## src/hdl/iot_pkg.sv

```systemverilog
// shared widths and types for the byte-streaming filter

package iot_pkg;

	// --------------------
	// widths
	// --------------------
	localparam int BYTE_W = 8;   // one host byte
	localparam int ITEM_W = 128; // sixteen bytes per item
	localparam int CRC_W  = 3;   // degree of the generator
	localparam int IDX_W  = 4;   // byte index in an item

	// --------------------
	// vector types
	// --------------------
	typedef logic [BYTE_W-1:0] byte_t;
	typedef logic [ITEM_W-1:0] item_t;     // also the width of iot_out
	typedef logic [CRC_W-1:0]  crc_t;
	typedef logic [IDX_W-1:0]  byte_idx_t;

	// function codes, fixed for a whole run
	// codes 0, 1, 2, 6, 7 have no unit behind them
	typedef enum logic [2:0] {
		fn_crc = 3'd3, // crc-3 per item
		fn_max = 3'd4, // top two of a round
		fn_min = 3'd5  // last two of a round
	} fn_e;

	// generator x^3 + x^2 + 1
	// the x^3 term falls off the top of the remainder, only the low part is kept
	localparam crc_t CRC_POLY = 3'b101;

endpackage

```

## src/hdl/byte_collector.sv

```systemverilog
`timescale 1ns/1ps

// assembles sixteen host bytes into one item
// first byte ends up in the top byte of item_q
module byte_collector #(
	parameter int ITEM_BYTES = 16
) (
	input  logic              clk,
	input  logic              rst,
	input  logic              in_en,
	input  iot_pkg::byte_t    iot_in,
	output logic              byte_stb,  // registered copy of in_en
	output iot_pkg::byte_t    byte_q,    // registered copy of iot_in
	output iot_pkg::byte_idx_t byte_cnt, // bytes taken so far
	output logic              item_done, // one cycle after the last byte
	output iot_pkg::item_t    item_q
);
	import iot_pkg::*;

	logic last_byte;

	// the byte on iot_in right now closes the item
	assign last_byte = (byte_cnt == byte_idx_t'(ITEM_BYTES - 1));

	// --------------------
	// control
	// --------------------
	always_ff @(posedge clk or posedge rst) begin
		if (rst) begin
			byte_cnt  <= '0;
			byte_stb  <= 1'b0;
			item_done <= 1'b0;
		end else begin
			byte_stb  <= in_en;
			item_done <= in_en && last_byte;
			if (in_en) begin
				if (last_byte)
					byte_cnt <= '0; // wrap for next item
				else
					byte_cnt <= byte_cnt + 1'b1;
			end
		end
	end

	// --------------------
	// data path
	// --------------------
	// shift in from the bottom, msb byte arrives first
	always_ff @(posedge clk) begin
		if (in_en) begin
			byte_q <= iot_in;
			item_q <= {item_q[ITEM_W-BYTE_W-1:0], iot_in};
		end
	end

	// item_q may start shifting again right after item_done,
	// so consumers only get the one cycle

	// a full item needs more than one byte, done strobes are never adjacent
	a_done_single : assert property (
		@(posedge clk) disable iff (rst)
		item_done |=> !item_done
	);

endmodule

```

## src/hdl/crc3_unit.sv

```systemverilog
`timescale 1ns/1ps

// crc-3 of each streamed item, msb first, eight division steps per byte
module crc3_unit (
	input  logic           clk,
	input  logic           rst,
	input  logic           enable,
	input  logic           byte_stb,
	input  iot_pkg::byte_t byte_q,
	input  logic           item_done,
	output logic           crc_valid,
	output iot_pkg::crc_t  crc
);
	import iot_pkg::*;

	crc_t rem_q;     // running remainder
	crc_t rem_byte;  // remainder with the current byte folded in
	crc_t rem_final; // after the three appended zeros

	// one long-division step, bit b shifted in at the bottom
	function automatic crc_t crc_step(crc_t r, logic b);
		crc_t nxt;
		nxt = {r[CRC_W-2:0], b};
		if (r[CRC_W-1])
			nxt = nxt ^ CRC_POLY; // x^3 term cancelled
		return nxt;
	endfunction

	always_comb begin
		rem_byte = rem_q;
		if (byte_stb) begin
			for (int i = BYTE_W - 1; i >= 0; i--)
				rem_byte = crc_step(rem_byte, byte_q[i]);
		end
		rem_final = rem_byte;
		for (int i = 0; i < CRC_W; i++)
			rem_final = crc_step(rem_final, 1'b0); // multiply by x^3
	end

	// last byte strobe and item_done share a cycle
	always_ff @(posedge clk or posedge rst) begin
		if (rst) begin
			rem_q     <= '0;
			crc_valid <= 1'b0;
		end else begin
			crc_valid <= enable && item_done;
			if (enable && item_done)
				rem_q <= '0; // next item may already be on its first byte
			else if (enable && byte_stb)
				rem_q <= rem_byte;
		end
	end

	always_ff @(posedge clk) begin
		if (enable && item_done)
			crc <= rem_final;
	end

	a_crc_en : assert property (
		@(posedge clk) disable iff (rst)
		crc_valid |-> enable
	);

endmodule

```

## src/hdl/rank_unit.sv

```systemverilog
`timescale 1ns/1ps

// keeps the best two items of a round (largest or smallest)
// and plays them out after the round's last item
module rank_unit #(
	parameter int ROUND_ITEMS = 8
) (
	input  logic               clk,
	input  logic               rst,
	input  logic               enable,
	input  logic               min_mode,  // 1: smallest wins
	input  iot_pkg::byte_idx_t byte_cnt,
	input  logic               in_en,
	input  logic               item_done,
	input  iot_pkg::item_t     item_q,
	output logic               rank_valid,
	output iot_pkg::item_t     rank_item,
	output logic               rank_busy
);
	import iot_pkg::*;

	localparam int RW = (ROUND_ITEMS > 2) ? $clog2(ROUND_ITEMS) : 1;

	typedef enum logic [1:0] {
		rank_collect,
		rank_send_best,
		rank_send_second,
		rank_clear
	} rank_state_e;

	rank_state_e   state_q;
	logic [RW-1:0] round_cnt; // items of this round already ranked
	logic          last_item; // item in flight is the round's last
	logic          last_byte; // byte on the bus closes an item

	item_t best_q;
	item_t second_q;
	item_t ident;        // starting value of both bests
	logic  beats_best;   // strictly better than best
	logic  beats_second; // strictly better than second

	assign last_item = (round_cnt == RW'(ROUND_ITEMS - 1));
	assign last_byte = &byte_cnt;

	// --------------------
	// compare
	// --------------------
	// whole item compared in one go, unsigned
	always_comb begin
		ident = min_mode ? '1 : '0;
		if (min_mode) begin
			beats_best   = (item_q < best_q);
			beats_second = (item_q < second_q);
		end else begin
			beats_best   = (item_q > best_q);
			beats_second = (item_q > second_q);
		end
	end

	// --------------------
	// control fsm
	// --------------------
	// reset parks in rank_clear so the bests pick up their identity
	always_ff @(posedge clk or posedge rst) begin
		if (rst) begin
			state_q    <= rank_clear;
			round_cnt  <= '0;
			rank_busy  <= 1'b0;
			rank_valid <= 1'b0;
		end else begin
			rank_valid <= 1'b0;
			case (state_q)
				rank_collect: begin
					// raise the stall with the last byte of the round
					if (enable && in_en && last_byte && last_item)
						rank_busy <= 1'b1;
					if (enable && item_done) begin
						if (last_item) begin
							round_cnt <= '0;
							state_q   <= rank_send_best;
						end else begin
							round_cnt <= round_cnt + 1'b1;
						end
					end
				end
				rank_send_best: begin
					rank_valid <= 1'b1; // best goes out
					state_q    <= rank_send_second;
				end
				rank_send_second: begin
					rank_valid <= 1'b1; // second goes out
					state_q    <= rank_clear;
				end
				rank_clear: begin
					rank_busy <= 1'b0; // host may resume
					state_q   <= rank_collect;
				end
				default: state_q <= rank_clear;
			endcase
		end
	end

	// --------------------
	// item storage
	// --------------------
	always_ff @(posedge clk) begin
		case (state_q)
			rank_collect: begin
				if (enable && item_done) begin
					if (beats_best) begin
						second_q <= best_q; // old best moves down
						best_q   <= item_q;
					end else if (beats_second) begin
						second_q <= item_q;
					end
					// ties leave both places alone
				end
			end
			rank_send_best:   rank_item <= best_q;
			rank_send_second: rank_item <= second_q;
			rank_clear: begin
				best_q   <= ident;
				second_q <= ident;
			end
			default: ;
		endcase
	end

	// stall is E0 up to the second result, nothing longer
	a_busy_len : assert property (
		@(posedge clk) disable iff (rst)
		rank_busy [*4] |=> !rank_busy
	);

	a_valid_en : assert property (
		@(posedge clk) disable iff (rst)
		rank_valid |-> enable
	);

endmodule

```

## src/hdl/iot_filter.sv

```systemverilog
`timescale 1ns/1ps

// byte-streaming filter top: crc-3, top-two max, last-two min
module iot_filter #(
	parameter int ITEM_BYTES  = 16,
	parameter int ROUND_ITEMS = 8
) (
	input  logic           clk,
	input  logic           rst,
	input  logic           in_en,
	input  iot_pkg::byte_t iot_in,
	input  logic [2:0]     fn_sel,
	output logic           busy,
	output logic           valid,
	output iot_pkg::item_t iot_out
);
	import iot_pkg::*;

	fn_e fn_q;      // function code, stable for the run
	logic crc_en;
	logic rank_en;
	logic min_mode;

	logic      byte_stb;
	byte_t     byte_q;
	byte_idx_t byte_cnt;
	logic      item_done;
	item_t     item_q;

	logic  crc_valid;
	crc_t  crc;
	logic  rank_valid;
	item_t rank_item;
	logic  rank_busy;

	// --------------------
	// function select
	// --------------------
	// loads during reset too, so the rank unit sees min_mode before the first item
	always_ff @(posedge clk) begin
		fn_q <= fn_e'(fn_sel);
	end

	assign crc_en   = (fn_q == fn_crc);
	assign rank_en  = (fn_q == fn_max) || (fn_q == fn_min);
	assign min_mode = (fn_q == fn_min);

	// --------------------
	// units
	// --------------------
	byte_collector #(.ITEM_BYTES(ITEM_BYTES)) i_collect (
		.clk(clk), .rst(rst), .in_en(in_en), .iot_in(iot_in),
		.byte_stb(byte_stb), .byte_q(byte_q), .byte_cnt(byte_cnt),
		.item_done(item_done), .item_q(item_q)
	);

	crc3_unit i_crc (
		.clk(clk), .rst(rst), .enable(crc_en),
		.byte_stb(byte_stb), .byte_q(byte_q), .item_done(item_done),
		.crc_valid(crc_valid), .crc(crc)
	);

	rank_unit #(.ROUND_ITEMS(ROUND_ITEMS)) i_rank (
		.clk(clk), .rst(rst), .enable(rank_en), .min_mode(min_mode),
		.byte_cnt(byte_cnt), .in_en(in_en), .item_done(item_done),
		.item_q(item_q), .rank_valid(rank_valid), .rank_item(rank_item),
		.rank_busy(rank_busy)
	);

	// --------------------
	// outputs
	// --------------------
	assign busy = rank_busy; // already a flop, rises at E0 of the round's last item

	always_ff @(posedge clk or posedge rst) begin
		if (rst)
			valid <= 1'b0;
		else
			valid <= crc_valid || rank_valid; // only the enabled unit strobes
	end

	always_ff @(posedge clk) begin
		if (crc_valid)
			iot_out <= item_t'(crc); // zero-extended
		else if (rank_valid)
			iot_out <= rank_item;
	end

	// host reads busy at the edge it drives in_en
	a_no_byte_while_busy : assert property (
		@(posedge clk) disable iff (rst)
		in_en |-> !$past(busy)
	);

endmodule

```

## config.mk

```make
export PLATFORM = sky130hd
export DESIGN_NAME = iot_filter
export DESIGN_NICKNAME = d
export VERILOG_FILES = /design/src/hdl/iot_pkg.sv /design/src/hdl/byte_collector.sv /design/src/hdl/crc3_unit.sv /design/src/hdl/rank_unit.sv /design/src/hdl/iot_filter.sv
export SDC_FILE = /design/constraint.sdc
export NUM_CORES = 1
export LEC_CHECK = 0
export BUFFER_PORTS_ARGS = -buffer_cell sky130_fd_sc_hd__buf_2
export CORE_ASPECT_RATIO = 0.75
export CORE_MARGIN = 3
export CORE_UTILIZATION = 35
export DETAILED_ROUTE_END_ITERATION = 6
export PLACE_DENSITY = 0.5
export SLEW_MARGIN = 20
export SYNTH_ARGS = -nofsm -noshare
export SYNTH_HDL_FRONTEND = slang
export SYNTH_SLANG_ARGS = --single-unit
```

## constraint.sdc

```tcl
create_clock -name clk -period 26.6 [get_ports clk]
set_clock_uncertainty 0.05 [all_clocks]
set_input_delay 0 -clock clk [delete_from_list [all_inputs] [get_ports clk]]
set_output_delay 0 -clock clk [all_outputs]
set_load 0.02 [all_outputs]
```

-- Yosys cells after proc, flatten, opt, wreduce, memory -nomap -nowiden
Index checks and enable logic that the tools add are counted.
- bits in read-only memories: 0
- latch bits: 0
- memories kept: 0
- memory bits (writable): 0
- bits in registers: 672
- word-level logic and storage cells: 113
- output and inout port bits: 130
- reduce and logical (&&, ||, !) cells: 21
- equal/unequal tests: 13
- magnitude comparators: 4
- bitwise operators: 11
- shift-type cells: 0
- multiply operators: 0
- div/mod/pow operators: 0
- mux-type cells: 42
- add/sub/neg operators: 2
- operators by type and width (cell ; count):
    128-bit two-way mux ; 6
    128-bit one-hot mux with 2 select lines ; 3
    128-bit greater-than comparator ; 2
    128-bit < comparator ; 2
    3-bit two-way mux ; 24
    2-bit inverter ; 11
    3-bit equality test (second input constant) ; 3
    2-bit by 1-bit inequality test with 1-bit output (second input constant) ; 4
    2-bit one-hot mux with 4 select lines ; 1
    2-bit nonzero test ; 4
    1-bit logical AND ; 7
    2-bit AND reduction ; 3
    3-bit AND reduction ; 2
    4-bit by 1-bit adder with 4-bit output (second input constant) ; 1
    2-bit equality test (second input constant) ; 2
    4-bit equality test (second input constant) ; 1
    1-bit two-way mux ; 4
    2-bit two-way mux ; 2
    4-bit two-way mux ; 1
    4-bit AND reduction ; 1
    3-bit by 1-bit adder with 3-bit output (second input constant) ; 1
    3-bit by 2-bit equality test with 1-bit output (second input constant) ; 1
    3-bit by 1-bit inequality test with 1-bit output (second input constant) ; 1
    2-bit by 1-bit equality test with 1-bit output (second input constant) ; 1
    4 further kinds ; 5

-- Logic depth before layout (Yosys ltp)
- depth in word-level cells: 30
- mapped depth: 14

-- Hierarchy
Synthesis repeated with hierarchy kept, for this count alone.
- cells, all modules: 2989
- area total of the unflattened synthesis: 33512.1 µm²
- by module, submodules not included (module ; cells an instance ; instances ; area an instance (µm²)):
    rank_unit ; 2369 ; 1 ; 24200.7
    iot_filter ; 419 ; 1 ; 4655.7
    byte_collector ; 157 ; 1 ; 4145.2
    crc3_unit ; 44 ; 1 ; 510.5

-- Worst setup path before layout
No wires, ideal clock.
- kind: reg2reg
- from: register i_rank.state_q[0]
- to: register i_rank.best_q[0] (enable)
- stages on the path, launching flop included: 4
- data arrival time: 9.023 ns
- path slack: 16.142 ns
- cells stage by stage: dfstp_2 > inv_1 > ha_1 > a21oi_1
- word-level cells in the longest chain between the ends: 3
- elaborated cells on any way between the ends: 6
- those cells by class: eq/ne: 3; reduce/logical: 3
- RTL lines (what ; line ; source):
    start, declared ; rank_unit.sv:31 ; rank_state_e state_q;
    start signal, assigned ; rank_unit.sv:66 ; state_q <= rank_clear;
    start signal, assigned ; rank_unit.sv:80 ; state_q <= rank_send_best;
    start signal, assigned ; rank_unit.sv:88 ; state_q <= rank_send_second;
    2-bit zero test / 2-bit equality test (equally long branches) ; rank_unit.sv:107 ; case (state_q)
    2-bit by 1-bit inequality test with 1-bit output (no line) / 2-bit nonzero test (equally long branches) ; n/a ;
    3-bit AND reduction (no line) * ; n/a ;
    end signal, assigned ; rank_unit.sv:112 ; best_q <= item_q;
    end signal, assigned ; rank_unit.sv:122 ; best_q <= ident;
    end, declared ; rank_unit.sv:36 ; item_t best_q;
Mark *: on every way between the ends. The rest lies on a longest branch, timed or not.
A chain may end at the register's enable or synchronous reset.

-- Worst setup path after layout
- from: register i_collect.item_q[94]
- to: register i_rank.second_q[42] (data pin)
- word-level cells in the longest chain between the ends: 5
- elaborated cells on any way between the ends: 6
- those cells by class: order compare: 2; mux: 4
- RTL lines (what ; line ; source):
    start, declared ; byte_collector.sv:16 ; output iot_pkg::item_t item_q
    start signal, assigned ; byte_collector.sv:52 ; item_q <= {item_q[ITEM_W-BYTE_W-1:0], iot_in};
    128-bit greater-than comparator / 128-bit < comparator (equally long branches) ; rank_unit.sv:55, rank_unit.sv:52 ;
    1-bit two-way mux * ; rank_unit.sv:51 ; if (min_mode) begin
    128-bit two-way mux * ; rank_unit.sv:110 ; if (beats_best) begin
    128-bit two-way mux * ; rank_unit.sv:109 ; if (enable && item_done) begin
    128-bit one-hot mux with 2 select lines * ; rank_unit.sv:107 ;
    end signal, assigned ; rank_unit.sv:111 ; second_q <= best_q;
    end signal, assigned ; rank_unit.sv:114 ; second_q <= item_q;
    end signal, assigned ; rank_unit.sv:123 ; second_q <= ident;
    end, declared ; rank_unit.sv:37 ; item_t second_q;
Mark *: on every way between the ends. The rest lies on a longest branch, timed or not. The select of a mux whose other input is x is not followed.

==> flow_summary.yaml <==
run_status:
  status: "finished clean"
sta:
  hold_violations: 0
  fin_tns_setup_ns: 0
  period_share_pct: 21.6
  setup-violations-final: 0
  slew_violations: 0
  max_clock_freq_ghz: 0.174
  slew-limit-headroom_pct: 14.4
  rsz0062_at_grt: "false"
  worst_pin_slew_ns: 1.27
  min_period_ns: 5.75
power_and_ir_drop:
  power_frac_seq_pct: 48.6
  p_sw_share_pct: 22.5
  internal-power_mw: 1.87
  p_leak_nw: 15.6
  clockPowerShare_pct: 45.3
  peakVddDrop_uv: 49.0
  p_sw_mw: 0.543
  power.density_mw_per_mm2: 64.4
  pwr-share-comb_pct: 6.1
logic_synthesis:
  synth_compound_area_share_pct: 12.1
  synth_area_leaders: "edfxtp_1 (47%), ha_1 (10%), dfxtp_1 (7.8%)"
  avgSynthCellArea_um2: 10.9
  synth_area_mm2: 0.0328
  synth.mux.area_fraction_pct: 4.05
  synth-adder-area-share_pct: 10.0
  synthFlopType: "edfxtp_1"
  seq_area_frac_synth_pct: 56.6
  yosys.cell_types.count: 57
  synth_top_area_share_pct: 47.4
  yosys.area.top_type: "edfxtp_1"
  syn_nets: 3275
  synth_xor_area_share_pct: 0.481
  synth_top_family_by_area: "compound AO/OA/AOI/OAI gates"
  synth_edf_count: 518
  synthSimpleGateAreaFrac_pct: 9.95
  syn_inst: 2998
  synth_common_cells: "edfxtp_1 (518), inv_1 (395), o21ai_0 (297)"
  synth-seq-cells: 664
  yosys_warnings: 0
  async_flop_share_pct: 2.71
  synth_most_common_cell: "edfxtp_1"
die:
  coreArea_mm2: 0.0921
  rows: 96
  dieArea_mm2: 0.0975
  start_util_pct: 35.6
  die_x_um: 359
  pin_count: 144
  fp.dieH_um: 271
clock_tree:
  post_cts_buffers: 0
  cts_max_level: 3
  clock_path_buffers: 3
  path_clk_slew_ns: 0.06
  clock_sinks: 664
  cts-root-buf: "clkbuf_16"
  numCtsBuffers: 73
  clk-insertion-delay-late_ns: 0.63
  cts_tree: "yes"
  cts_resized: 0
global_route:
  overflow: 0
  met1_usage_pct: 24.3
  antenna_found_initial: 1
  grtUsageMet3_pct: 2.49
  grt.total_usage_pct: 17.7
  busiest_layer: "met2"
  grt_max_degree: 129
  met2_usage_pct: 28.8
  grt_pass1_wl_um: 136000
  grt_pass1_vias: 22900
layout:
  antenna_cells: 0
  seq_area_mm2: 0.0186
  fillerInstances: 8824
  finalInstanceArea_mm2: 0.0374
  area_growth_pct: 14.0
  layout.nets: 3364
  multiInputGateArea_mm2: 0.0121
  final_layout_size_suffix_gt1_share_pct: 9.97
route:
  drc: 0
  detail-route-antenna-nets: 0
  viasPerCell: 5.17
  first_iter_violations: 1887
  vias: 22600
  routed_wl_um: 87100
  dr.pass1.iters: 7
  wl_per_cell_um: 19.9
placed_design:
  port_buffers: 143
  dpl_cell_area_mm2: 0.0346
  hpwl_um: 54100
  gp_congestion: 0.873
setup_path:
  cp.required_ns: 27.02
  worst_ep_arrival_time_ns: 6.17
  critPathKind: "reg2reg"
  critical_path.max_fanout: 72
  cp-start-kind: "register"
  crit_path_end_kind: "register"
  reg2reg_slack_ns: 20.85
worst_hold_path:
  min_path_type: "in2reg"
flow_run:
  drv_cap: 0
## metrics by stage
stage | setup slack (ns) | hold WS [ns] | util (%) | total power [mW] | cells
floorplan | 16.14 | -0.113 | - | 1.29 | 2998
global placement | 21.02 | 0.0549 | 37.5 | 1.33 | 4219
detailed placement | 20.95 | 0.0539 | 37.5 | 1.34 | 4219
CTS | 20.92 | 0.00609 | 40.6 | 2.44 | 4372
global route | 20.79 | 0.0131 | 40.6 | 2.51 | 4373
finish | 20.85 | 0.0515 | 40.6 | 2.41 | 4373
## worst paths after layout
check	from	endpoint	cells past startpoint
min	iot_in[1]	i_collect.item_q[1]	2
min in group asynchronous	rst	i_rank.rank_valid	4
max reg2reg	i_collect.item_q[94]	i_rank.second_q[42]	9
min reg2reg	i_rank.rank_item[90]	iot_out[90]	2
max in group asynchronous	rst	i_crc.crc_valid	4
max	i_collect.item_q[94]	i_rank.second_q[42]	9
## logic make-up (layout without fill, tap and decap cells)
logic type,Yosys count,in the layout
buffers and inverters,565,715
adder cells (fa/ha/maj),263,263
multiplexers,132,132
AO/OA/AOI/OAI,615,615
XOR/XNOR,18,18
AND/OR/NAND/NOR,741,741
flip-flops,664,664
## flip-flops by register name, indices dropped and copies added (netlist names), 2 cells and up
register            cells
i_collect.item_q      128
i_rank.best_q         128
i_rank.rank_item      128
i_rank.second_q       128
iot_out               128
i_collect.byte_cnt      4
fn_q                    3
i_crc.crc               3
i_crc.rem_q             3
i_rank.round_cnt        3
i_rank.state_q          2
## final cells by class
cell class,count,area share [%]
clock buffer,98,5.86
clock inverter,38,1.10
inverter,395,3.96
multi-input combinational,1769,32.4
sequential,664,49.7
tap,1225,4.10
timing repair buffer,184,2.92
## power by group through the flow
stage | Combinational, mW | Sequential (mW) | Clock, mW
6_report | 0.148 | 1.17 | 1.09
5_1_grt | 0.169 | 1.17 | 1.17
4_1_cts | 0.148 | 1.17 | 1.12
3_5_place_dp | 0.146 | 1.19 | 0
3_3_place_gp | 0.141 | 1.19 | 0
2_1_floorplan | 0.110 | 1.18 | 0
## cells in the final DEF, fill, tap and decap left out, types with 9 or more instances in the layout
cell and count:
dfxtp_1 128, dfrtp_1 14, a21o_1 26, edfxtp_1 518
inv_1 395, o21ai_0 297, xnor2_1 13, nor3_1 14
nand2_1 199, a221oi_1 9, clkinv_2 19, nand4_1 50
nor2_1 274, nand3_1 154, dlygate4sd3_1 17, buf_4 21
buf_2 142, clkbuf_16 82, mux2i_1 126, ha_1 260
o311a_1 128, nor4_1 9, a21oi_1 102
## critical path: stages (launching register included)
cell and delay [ns]:
edfxtp_1 0.51, ha_1 0.37, nand4_1 0.20, nor4_1 0.88
and4_1 0.42, a21boi_1 0.34, or3_4 0.69, and2_4 0.85
buf_4 0.95, o311a_1 0.24
## metal layers
metal	up-vias	share of wire [%]
li1	10900	-
met1	11000	46
met2	545	46
met3	137	4.7
met4	0	2.9
met5	-	0
## what timing repair did
action,in CTS,in global routing
hold buffers,17,0
endpoints found under the setup margin,0,0
hold endpoints to repair,66,0
Note: power is estimated with default switching activity, not from simulation.
